## config.mk

```make
export PLATFORM = sky130hd
export DESIGN_NAME = wb_bus_top
export DESIGN_NICKNAME = d
export VERILOG_FILES = /design/src/common/wb_bus_pkg.sv /design/src/bus_watchdog.sv /design/src/wb_bus_top.sv /design/src/wb_reg_slave.sv /design/src/wb_decoder/addr_window_match.sv /design/src/wb_decoder/wb_decoder.sv
export SDC_FILE = /design/constraint.sdc
export NUM_CORES = 1
export LEC_CHECK = 0
export BUFFER_PORTS_ARGS = -buffer_cell sky130_fd_sc_hd__buf_4
export CAP_MARGIN = 30
export CORE_MARGIN = 8
export CORE_UTILIZATION = 50
export CTS_BUF_LIST = sky130_fd_sc_hd__clkbuf_2 sky130_fd_sc_hd__clkbuf_4 sky130_fd_sc_hd__clkbuf_8
export CTS_CLUSTER_DIAMETER = 100
export DETAILED_ROUTE_END_ITERATION = 7
export PLACE_DENSITY = 0.63
export SYNTH_ARGS = -nofsm -noshare
export SYNTH_HDL_FRONTEND = slang
export SYNTH_SLANG_ARGS = --single-unit
```

## constraint.sdc

```tcl
create_clock -name wb_clk_i -period 4.8 [get_ports wb_clk_i]
set_input_delay 0.24 -clock wb_clk_i [delete_from_list [all_inputs] [get_ports wb_clk_i]]
set_output_delay 0.24 -clock wb_clk_i [all_outputs]
set_load 0.01 [all_outputs]
```

## src/common/wb_bus_pkg.sv

```systemverilog
`default_nettype none

package wb_bus_pkg;

  // bus field widths
  typedef logic [31:0] wb_adr_t;   // byte address
  typedef logic [15:0] wb_dat_t;   // data word
  typedef logic [1:0]  wb_sel_t;   // byte lane selects

  // upper address half, compared by the decoder
  typedef logic [15:0] wb_page_t;

  // number of slots in the address map
  localparam int NUM_WINDOWS = 3;

  typedef logic [1:0] slave_idx_t;  // slave number

  // window map, one entry per slot, bounds inclusive
  //   slot 0: page 0x0000
  //   slot 1: page 0x0001
  //   slot 2: pages 0x0002 and 0x0003, the second one aliases the first
  localparam wb_page_t [NUM_WINDOWS-1:0] WIN_BASE = {
    16'h0002,
    16'h0001,
    16'h0000
  };

  localparam wb_page_t [NUM_WINDOWS-1:0] WIN_HIGH = {
    16'h0003,
    16'h0001,
    16'h0000
  };

endpackage

`default_nettype wire

```

## src/bus_watchdog.sv

```systemverilog
`default_nettype none

module bus_watchdog #(
  parameter int TIMEOUT = 12
) (
  input  wire  wb_clk_i,
  input  wire  wb_rst_i,
  input  wire  clear_i,
  output logic expired_o
);

  localparam int CNT_W = $clog2(TIMEOUT + 1);

  logic [CNT_W-1:0] cnt;

  always_ff @(posedge wb_clk_i) begin
    if (wb_rst_i || clear_i) begin
      cnt <= '0;
    end else if (cnt != CNT_W'(TIMEOUT)) begin
      cnt <= cnt + 1'b1;  // saturates at TIMEOUT
    end
  end

  assign expired_o = (cnt == CNT_W'(TIMEOUT));

  a_no_rise_on_clear : assert property (@(posedge wb_clk_i) disable iff (wb_rst_i)
    clear_i |-> !$rose(expired_o));

endmodule

`default_nettype wire

```

## src/wb_bus_top.sv

```systemverilog
`default_nettype none

module wb_bus_top
  import wb_bus_pkg::*;
#(
  parameter int TIMEOUT    = 12,
  parameter int ACK_DELAY0 = 1,
  parameter int ACK_DELAY1 = 2,
  parameter int ACK_DELAY2 = 4
) (
  input  wire          wb_clk_i,
  input  wire          wb_rst_i,
  input  wire          wbm_cyc_i,
  input  wire          wbm_stb_i,
  input  wire          wbm_we_i,
  input  wire wb_sel_t wbm_sel_i,
  input  wire wb_adr_t wbm_adr_i,
  input  wire wb_dat_t wbm_dat_i,
  output wb_dat_t      wbm_dat_o,
  output logic         wbm_ack_o,
  output logic         wbm_err_o
);

  logic [NUM_WINDOWS-1:0]   wbs_cyc;
  logic [NUM_WINDOWS-1:0]   wbs_stb;
  logic                     wbs_we;
  wb_sel_t                  wbs_sel;
  wb_adr_t                  wbs_adr;   // already rebased
  wb_dat_t                  wbs_wdat;
  wb_dat_t [NUM_WINDOWS-1:0] wbs_rdat;
  logic [NUM_WINDOWS-1:0]   wbs_ack;

  wb_decoder #(
    .NUM_SLAVES (NUM_WINDOWS),
    .TIMEOUT    (TIMEOUT)
  ) i_decoder (
    .wb_clk_i  (wb_clk_i),
    .wb_rst_i  (wb_rst_i),
    .wbm_cyc_i (wbm_cyc_i),
    .wbm_stb_i (wbm_stb_i),
    .wbm_we_i  (wbm_we_i),
    .wbm_sel_i (wbm_sel_i),
    .wbm_adr_i (wbm_adr_i),
    .wbm_dat_i (wbm_dat_i),
    .wbm_dat_o (wbm_dat_o),
    .wbm_ack_o (wbm_ack_o),
    .wbm_err_o (wbm_err_o),
    .wbs_cyc_o (wbs_cyc),
    .wbs_stb_o (wbs_stb),
    .wbs_we_o  (wbs_we),
    .wbs_sel_o (wbs_sel),
    .wbs_adr_o (wbs_adr),
    .wbs_dat_o (wbs_wdat),
    .wbs_dat_i (wbs_rdat),
    .wbs_ack_i (wbs_ack)
  );

  // slot 0, fastest answer
  wb_reg_slave #(.ACK_DELAY(ACK_DELAY0)) i_slave0 (
    .wb_clk_i (wb_clk_i),     .wb_rst_i (wb_rst_i),
    .wbs_cyc_i(wbs_cyc[0]),   .wbs_stb_i(wbs_stb[0]),
    .wbs_we_i (wbs_we),       .wbs_sel_i(wbs_sel),
    .wbs_adr_i(wbs_adr),      .wbs_dat_i(wbs_wdat),
    .wbs_dat_o(wbs_rdat[0]),  .wbs_ack_o(wbs_ack[0])
  );

  wb_reg_slave #(.ACK_DELAY(ACK_DELAY1)) i_slave1 (
    .wb_clk_i (wb_clk_i),     .wb_rst_i (wb_rst_i),
    .wbs_cyc_i(wbs_cyc[1]),   .wbs_stb_i(wbs_stb[1]),
    .wbs_we_i (wbs_we),       .wbs_sel_i(wbs_sel),
    .wbs_adr_i(wbs_adr),      .wbs_dat_i(wbs_wdat),
    .wbs_dat_o(wbs_rdat[1]),  .wbs_ack_o(wbs_ack[1])
  );

  // slot 2 covers two pages
  wb_reg_slave #(.ACK_DELAY(ACK_DELAY2)) i_slave2 (
    .wb_clk_i (wb_clk_i),     .wb_rst_i (wb_rst_i),
    .wbs_cyc_i(wbs_cyc[2]),   .wbs_stb_i(wbs_stb[2]),
    .wbs_we_i (wbs_we),       .wbs_sel_i(wbs_sel),
    .wbs_adr_i(wbs_adr),      .wbs_dat_i(wbs_wdat),
    .wbs_dat_o(wbs_rdat[2]),  .wbs_ack_o(wbs_ack[2])
  );

endmodule

`default_nettype wire

```

## src/wb_reg_slave.sv

```systemverilog
`default_nettype none

module wb_reg_slave
  import wb_bus_pkg::*;
#(
  parameter int ACK_DELAY = 1
) (
  input  wire          wb_clk_i,
  input  wire          wb_rst_i,
  input  wire          wbs_cyc_i,
  input  wire          wbs_stb_i,
  input  wire          wbs_we_i,
  input  wire wb_sel_t wbs_sel_i,
  input  wire wb_adr_t wbs_adr_i,
  input  wire wb_dat_t wbs_dat_i,
  output wb_dat_t      wbs_dat_o,
  output logic         wbs_ack_o
);

  wb_dat_t                regs [16];
  logic [3:0]             word_idx;
  logic                   req;
  logic [ACK_DELAY-1:0]   ack_sr;   // one bit per delay cycle
  logic                   pending;

  assign req      = wbs_cyc_i & wbs_stb_i;
  assign word_idx = wbs_adr_i[4:1];  // upper bits alias

  always_ff @(posedge wb_clk_i) begin
    if (wb_rst_i) begin
      for (int w = 0; w < 16; w++) begin
        regs[w] <= '0;
      end
    end else if (req && wbs_we_i) begin
      for (int b = 0; b < 2; b++) begin
        if (wbs_sel_i[b]) begin
          regs[word_idx][8*b +: 8] <= wbs_dat_i[8*b +: 8];
        end
      end
    end
  end

  // read data stays put until the next read strobe
  always_ff @(posedge wb_clk_i) begin
    if (req && !wbs_we_i) begin
      wbs_dat_o <= regs[word_idx];
    end
  end

  always_ff @(posedge wb_clk_i) begin
    if (wb_rst_i) begin
      ack_sr  <= '0;
      pending <= 1'b0;
    end else begin
      ack_sr <= (ack_sr << 1) | ACK_DELAY'(req);
      if (req) begin
        pending <= 1'b1;
      end else if (wbs_ack_o) begin
        pending <= 1'b0;
      end
    end
  end

  assign wbs_ack_o = ack_sr[ACK_DELAY-1];

  a_ack_needs_req : assert property (@(posedge wb_clk_i) disable iff (wb_rst_i)
    wbs_ack_o |-> pending);

endmodule

`default_nettype wire

```

## src/wb_decoder/addr_window_match.sv

```systemverilog
`default_nettype none

module addr_window_match
  import wb_bus_pkg::*;
#(
  parameter int NUM_SLAVES = NUM_WINDOWS
) (
  input  wire wb_adr_t    adr_i,
  output logic            hit_o,
  output slave_idx_t      idx_o,
  output wb_adr_t         rebased_adr_o
);

  wb_page_t page;
  wb_page_t base_page;   // base of the winning window

  assign page = adr_i[31:16];

  // walk from the highest slot down, so the lowest match is written last
  always_comb begin
    hit_o     = 1'b0;
    idx_o     = '0;
    base_page = '0;
    for (int i = NUM_SLAVES - 1; i >= 0; i--) begin
      if ((page >= WIN_BASE[i]) && (page <= WIN_HIGH[i])) begin
        hit_o     = 1'b1;
        idx_o     = slave_idx_t'(i);
        base_page = WIN_BASE[i];
      end
    end
  end

  // offset inside the window, lower half passes unchanged
  assign rebased_adr_o = adr_i - {base_page, 16'h0000};

endmodule

`default_nettype wire

```

## src/wb_decoder/wb_decoder.sv

```systemverilog
`default_nettype none

module wb_decoder
  import wb_bus_pkg::*;
#(
  parameter int NUM_SLAVES = NUM_WINDOWS,
  parameter int TIMEOUT    = 12
) (
  input  wire                            wb_clk_i,
  input  wire                            wb_rst_i,
  // master side
  input  wire                            wbm_cyc_i,
  input  wire                            wbm_stb_i,
  input  wire                            wbm_we_i,
  input  wire wb_sel_t                   wbm_sel_i,
  input  wire wb_adr_t                   wbm_adr_i,
  input  wire wb_dat_t                   wbm_dat_i,
  output wb_dat_t                        wbm_dat_o,
  output logic                           wbm_ack_o,
  output logic                           wbm_err_o,
  // slave side
  output logic [NUM_SLAVES-1:0]          wbs_cyc_o,
  output logic [NUM_SLAVES-1:0]          wbs_stb_o,
  output logic                           wbs_we_o,
  output wb_sel_t                        wbs_sel_o,
  output wb_adr_t                        wbs_adr_o,
  output wb_dat_t                        wbs_dat_o,
  input  wire wb_dat_t [NUM_SLAVES-1:0]  wbs_dat_i,
  input  wire [NUM_SLAVES-1:0]           wbs_ack_i
);

  typedef enum logic {
    IDLE,
    WAIT
  } dec_state_t;

  dec_state_t state;

  logic                  match_hit;
  slave_idx_t            match_idx;
  wb_adr_t               match_adr;

  logic                  act_hit;   // latched at request
  slave_idx_t            act_idx;
  logic [NUM_SLAVES-1:0] strobe;

  logic                  wd_clear;
  logic                  wd_expired;
  logic                  req;
  logic                  slave_ack;

  addr_window_match #(
    .NUM_SLAVES(NUM_SLAVES)
  ) i_match (
    .adr_i         (wbm_adr_i),
    .hit_o         (match_hit),
    .idx_o         (match_idx),
    .rebased_adr_o (match_adr)
  );

  // counter runs only while a cycle is outstanding
  assign wd_clear = (state != WAIT);

  bus_watchdog #(
    .TIMEOUT(TIMEOUT)
  ) i_watchdog (
    .wb_clk_i  (wb_clk_i),
    .wb_rst_i  (wb_rst_i),
    .clear_i   (wd_clear),
    .expired_o (wd_expired)
  );

  assign req       = wbm_cyc_i & wbm_stb_i;
  assign slave_ack = act_hit & wbs_ack_i[act_idx];

  // request fields are held by the master for the whole cycle
  assign wbs_we_o  = wbm_we_i;
  assign wbs_sel_o = wbm_sel_i;
  assign wbs_dat_o = wbm_dat_i;
  assign wbs_cyc_o = strobe;
  assign wbs_stb_o = strobe;

  always_ff @(posedge wb_clk_i) begin
    strobe    <= '0;   // one-cycle pulses by default
    wbm_ack_o <= 1'b0;
    wbm_err_o <= 1'b0;
    if (wb_rst_i) begin
      state   <= IDLE;
      act_hit <= 1'b0;
      act_idx <= '0;
    end else begin
      case (state)
        IDLE: begin
          if (req) begin
            act_hit <= match_hit;
            act_idx <= match_idx;
            strobe  <= match_hit ? (NUM_SLAVES'(1) << match_idx) : '0;  // none on a miss
            state   <= WAIT;
          end
        end
        WAIT: begin
          if (slave_ack) begin
            wbm_ack_o <= 1'b1;
            state     <= IDLE;
          end else if (wd_expired) begin
            wbm_err_o <= 1'b1;  // no slave answered
            state     <= IDLE;
          end
        end
        default: state <= IDLE;
      endcase
    end
  end

  // slave address and returned data
  always_ff @(posedge wb_clk_i) begin
    if (state == IDLE && req) begin
      wbs_adr_o <= match_adr;
    end
    if (state == WAIT && slave_ack) begin
      wbm_dat_o <= wbs_dat_i[act_idx];
    end
  end

  a_strobe_onehot : assert property (@(posedge wb_clk_i) disable iff (wb_rst_i)
    $onehot0(wbs_stb_o));

  a_ack_err_excl : assert property (@(posedge wb_clk_i) disable iff (wb_rst_i)
    !(wbm_ack_o && wbm_err_o));

  // slaves only answer a strobe issued by this FSM
  a_ack_in_wait : assert property (@(posedge wb_clk_i) disable iff (wb_rst_i)
    (state != WAIT) |-> (wbs_ack_i == '0));

endmodule

`default_nettype wire
```

; After elaboration in Yosys (flattened, before gate mapping)
; Memory sizes are Yosys's and may differ from the RTL's. A register that Yosys moved wholly into a read port is not among the register bits.
; Cells that the tools add are included.
; Widths: inputs -> output; s select.
[word_totals]
regBits = 41
latchBits = 0
ram_bits = 768
romBits = 0
input_bits = 55
output_inout_bits = 18
word_cells = 101
memories = 3
[memory_table]
columns = memory, depth, word_bits, read_ports, rd_ports_with_merged_regs, wr, line
row1 = i_slave0.regs, 16, 16, 1, 1, 16, wb_reg_slave.sv:20  ; wb_dat_t regs [16];
row2 = i_slave1.regs, 16, 16, 1, 1, 16, wb_reg_slave.sv:20
row3 = i_slave2.regs, 16, 16, 1, 1, 16, wb_reg_slave.sv:20
[classes]
add_sub_neg = 2
mul = 0
div = 0
n_lt_le_gt_ge = 7
n_eq_ne = 2
shifts = 1
n_mux = 47
bitwise = 7
n_reduce_logical = 20
[op_table]
columns = op, count
row1 = $mux 16, 4
row2 = $reduce_or 16->1, 3
row3 = $bmux 16 s2, 1
row4 = $ge 16x1->1 const B, 2
row5 = $le 16x1->1 const B, 2
row6 = $mux 1, 31
row7 = $ge 16x2->1 const B, 1
row8 = $le 16x2->1 const B, 1
row9 = $mux 2, 6
row10 = $mux 4, 3
row11 = $logic_and 1x1->1, 11
row12 = $sub 5x1->5 const B, 1
row13 = $add 4x1->4 const B, 1
row14 = $eq 4x4->1 const B, 1
row15 = $ne 4x4->1 const B, 1
row16 = $or 4x1->4, 1
row17 = $reduce_or 4->1, 1
row18 = $lt 2x3->1 const B, 1
row19 = $not 1->1, 3
row20 = $reduce_or 3->1, 1
row21 = $shl 1x2->3 const A, 1
row22 = $and 1x1->1, 2
row23 = $bmux 1 s2, 1
row24 = $or 2x1->2, 1
row25 = other kinds (5), 5

; Logic depth before layout (Yosys ltp)
[logic_depth]
depth_word = 7
depth_mapped = 7
ltp_nobuf = 6

; By module
; Synthesis repeated with hierarchy kept, for this count alone.
[hier_totals]
cells_unflattened = 2723
hier_area_um2 = 38959.9
[modules_own_cells]
columns = module, instances, cells_per_inst, area_each_um2, seq_area_each_um2
row1 = wb_reg_slave at i_slave2, 1, 829, 12041.5, 8247.9
row2 = wb_reg_slave at i_slave0, 1, 822, 11933.9, 8187.9
row3 = wb_reg_slave at i_slave1, 1, 824, 11926.4, 8207.9
row4 = wb_decoder, 1, 159, 2317.2, 1621.6
row5 = addr_window_match, 1, 66, 510.5, 0.0
row6 = bus_watchdog, 1, 23, 230.2, 80.1

; Worst setup path after synthesis
; Ideal clock, no wire load.
[synth_timing]
path_kind = flip-flop to flip-flop
from = reg i_decoder.act_idx[1]
to = reg i_decoder.wbm_dat_o[0] (enable)
setup_time_ns = 0.388
arrival_ns = 1.809
required_time_ns = 4.412
slack_ns = 2.603
path_stages_with_launch = 7
path_buffers = 2
period_less_slack_ns = 2.197
cell_sequence = dfxtp_1 -> clkbuf_1 -> nor2b_1 -> clkbuf_1 -> and2_1 -> o21ai_1 -> nor2_1
[synth_via]
elab_chain_cells = 4
[synth_lines]
columns = element, line
row1 = "start, declared", wb_decoder.sv:44  ; slave_idx_t act_idx;
row2 = "start signal, assigned", wb_decoder.sv:96  ; act_idx <= match_idx;
row3 = $bmux 1 s2, wb_decoder.sv:74  ; assign slave_ack = act_hit & wbs_ack_i[act_idx];
row4 = $mux 1 (not written as such), wb_decoder.sv:74
row5 = $and 1x1->1, wb_decoder.sv:74
row6 = $logic_and 1x1->1, wb_decoder.sv:120  ; if (state == WAIT && slave_ack) begin
row7 = "end signal, assigned", wb_decoder.sv:121  ; wbm_dat_o <= wbs_dat_i[act_idx];
row8 = "end, declared", wb_decoder.sv:18  ; output wb_dat_t wbm_dat_o,
; Every way passes these cells. The select of a mux whose other input is x is not followed.
; A chain may end at the register's enable or synchronous reset.

==> run metrics <==
slew margin rel.=27.7%; hold_sp=wbm_stb_i; core area=73900 um2; Worst Hold Endpoint=i_decoder.wbs_adr_o[2]$_DFFE_PP_; area delta synth->final=10.3%; max-cap violation count=0; reg2reg setup slack=1.20 ns; RSZ-0062 raised after global routing=false; outcome=finished clean; initial antenna violation count=5; Yosys reg bits=856; Hold Crit Depth=3; Setup-failing EPs final=0; Max Freq=0.277 GHz; Layout Skew=0.0441 ns; top-area cell type share of the netlist area=67.8%; sequential fraction of the synthesis area=68.9%; Initial Util=50.1%; Ys Warns=0; Worst Path Arrival=4.00 ns; post-cts hold buffer count=33; setup TNS=0 ns; Worst-Margin Slew=1.08 ns; CTS tree=yes; Clock H-tree levels=4; GRT overflow=0; worst skew pair latency=0.78 ns; Worst R2R End=i_slave2.regs[12][9]$_SDFFCE_PN0P_; Worst Setup End Kind=flop; WS Path Type=reg2reg; min-delay worst type=in2reg; largest cells by area after synthesis=edfxtp_1, mux4_2, nor2_1; Global Route Usage Sum=22.9%; clk buf depth=3; Crit Path Max Fanout=29; wire per inst=26.0 um; I/O pin total=73; Final Cycle Share=75.1%; placed instance area=37900 um2; DR vias/cell=5.95; Min Clock Period, post-route=3.60 ns; Cells after Synth=2518; Post CTS Setup Buffer Count=0; Clock transition at path regs=0.06 ns; Die ar.=83000 um2; Pins Over Slew Limit=0; # port buffers=60; post-synth top area cell=edfxtp_1; Sink Count=856; FILL cells=5882; ys async rst share=0%; Root Buffer=clkbuf_8; Vias=21800; Fin. Hold Viols=0; Worst Reg-to-Reg Cells=4; count leader, synth=edfxtp_1; number of CTS-inserted buffers=139; Synth Flop Type=edfxtp_1; total length of routed wires=94900 um; DR iter-0 viols=2577; HPWL after DPL=61400 um; most frequent cells after synthesis=edfxtp_1, nor2_1, mux4_2, nand2_1, buf_2; die height=288 um; syn nets=2575; post-synthesis cell type count=43; global-route wire length before repair=140000 um; crit start category=flop; EDFF count, synth=836; vias in the first global route=21900; DIE WIDTH=288 um; share of layout cells above drive strength 1=20.9%; Avg Inst Size Synth=14.7 um2; # resized after CTS=0; Final nets=2632; power density cells=373 nW/um2; largest net degree at the start of global routing=97; Placer Congestion=0.840; First-pass DRT Iterations=5; Antenna Nets Post-Route=0; RR Startpoint=i_decoder.wbs_adr_o[3]$_DFFE_PP_; mapped cell area=37000 um2; # DRC=0; Leakage Power=13.8 nW; row cnt=100; fin area=40900 um2; worst endpoint required time=5.19 ns; Peak supply drop=0.232 mV
## per-layer routing
layer	share of wire, %	vias to the layer above	GRT usage (%)
li1	-	9407	-
met1	39	11100	30.9
met2	49	1091	37.1
met3	9.0	164	5.03
met4	2.8	0	7.75
met5	0	-	0
## per-stage QoR
step / setup slack [ns] / power [W] / hold WS (ns) / util (%) / instances
global route: 1.04 / 0.0157 / 0.0724 / 55.2 / 3654
CTS: 1.18 / 0.0153 / 0.0294 / 55.2 / 3652
finish: 1.20 / 0.0152 / 0.102 / 55.2 / 3654
global placement: 1.36 / 0.00933 / 0.416 / 51.2 / 3365
floorplan: 2.60 / 0.00908 / 0.317 / - / 2518
detailed placement: 1.21 / 0.00935 / 0.427 / 51.2 / 3369
## worst max-delay path, cell delays in order, from the launching register on
cell      delay [ns]
edfxtp_1        0.53
and2_2          0.74
nand2_2         0.79
buf_4           0.48
o21bai_1        0.64
## how the worst max path moves through the flow
stage / start / slack (ns) / endpoint
final: i_decoder.wbs_adr_o[3]$_DFFE_PP_ / 1.20 / i_slave2.regs[12][9]$_SDFFCE_PN0P_
after global routing: i_decoder.wbs_adr_o[3]$_DFFE_PP_ / 1.04 / i_slave2.regs[12][9]$_SDFFCE_PN0P_
after CTS: i_decoder.wbs_adr_o[3]$_DFFE_PP_ / 1.18 / i_slave2.regs[12][9]$_SDFFCE_PN0P_
after detailed placement: i_decoder.wbs_adr_o[4]$_DFFE_PP_ / 1.21 / i_slave2.regs[12][8]$_SDFFCE_PN0P_
after global placement: i_decoder.wbs_adr_o[3]$_DFFE_PP_ / 1.36 / i_slave2.regs[12][8]$_SDFFCE_PN0P_
after floorplan: i_decoder.act_idx[1]$_SDFFE_PP0P_ / 2.60 / i_decoder.wbm_dat_o[0]$_DFFE_PP_
## layout by cell type, fill, tap and decap left out, types with 3 or more instances in the layout
master | synthesis | layout
clkinv_1 | 0 | 46
nand3_2 | 0 | 3
clkinv_2 | 0 | 8
inv_8 | 0 | 3
a22oi_1 | 96 | 96
nor2b_1 | 14 | 12
nor2_1 | 734 | 733
nand2_2 | 22 | 29
a21o_1 | 24 | 24
buf_4 | 11 | 111
clkinvlp_4 | 0 | 4
inv_6 | 0 | 3
nor4_1 | 3 | 3
nand3_1 | 7 | 4
edfxtp_1 | 836 | 836
mux2i_1 | 18 | 18
a21oi_1 | 3 | 3
dfxtp_1 | 20 | 20
clkbuf_4 | 0 | 42
o21ai_0 | 18 | 18
nand2_1 | 138 | 131
clkbuf_8 | 0 | 142
mux4_2 | 192 | 192
nand2_4 | 6 | 6
inv_1 | 5 | 5
dlygate4sd3_1 | 0 | 33
and3_1 | 33 | 33
o21bai_1 | 70 | 70
and2_1 | 26 | 25
or2_2 | 3 | 3
## where the power goes
part           switching (W)  internal [W]
Clock                0.00287       0.00315
Sequential         0.0000667       0.00839
Combinational       0.000473      0.000285
Total                0.00341        0.0118
## layout make-up
type	instances	area, um2	area share [%]
Antenna cell	1	2.50	0.00613
Clock buffer	184	2270	5.56
Clock inverter	66	349	0.854
Inverter	5	18.8	0.0459
Multi-Input combinational cell	1426	10300	25.1
Sequential cell	856	25500	62.4
Tap cell	969	1210	2.97
Timing Repair Buffer	147	1240	3.03
## sequential cells by signal, summed over array words and instances (netlist names)
signal	flops
i_slave1.wbs_dat_o	16
i_decoder.wbm_dat_o	16
i_slave0.wbs_dat_o	16
i_decoder.wbm_err_o	1
i_decoder.wbs_adr_o	4
i_slave1.ack_sr	2
i_slave1.regs	256
i_decoder.act_idx	2
i_decoder.wbm_ack_o	1
i_slave2.ack_sr	4
i_decoder.i_watchdog.cnt	4
i_slave2.regs	256
i_slave0.wbs_ack_o	1
i_slave0.regs	256
i_slave2.wbs_dat_o	16
i_decoder.wbs_cyc_o	3
i_decoder.state	1
i_decoder.act_hit	1
## cell families after synthesis
group,after synthesis,share of synthesized area [%]
AO/OA/AOI/OAI,215,4.21
XOR/XNOR,1,0.0237
adder cells (fa/ha/maj),2,0.0675
buffers and inverters,236,3.60
flip-flops,856,68.9
multiplexers,210,12.2
AND/OR/NAND/NOR,998,11.1
Power figures use the tool's default switching activity.
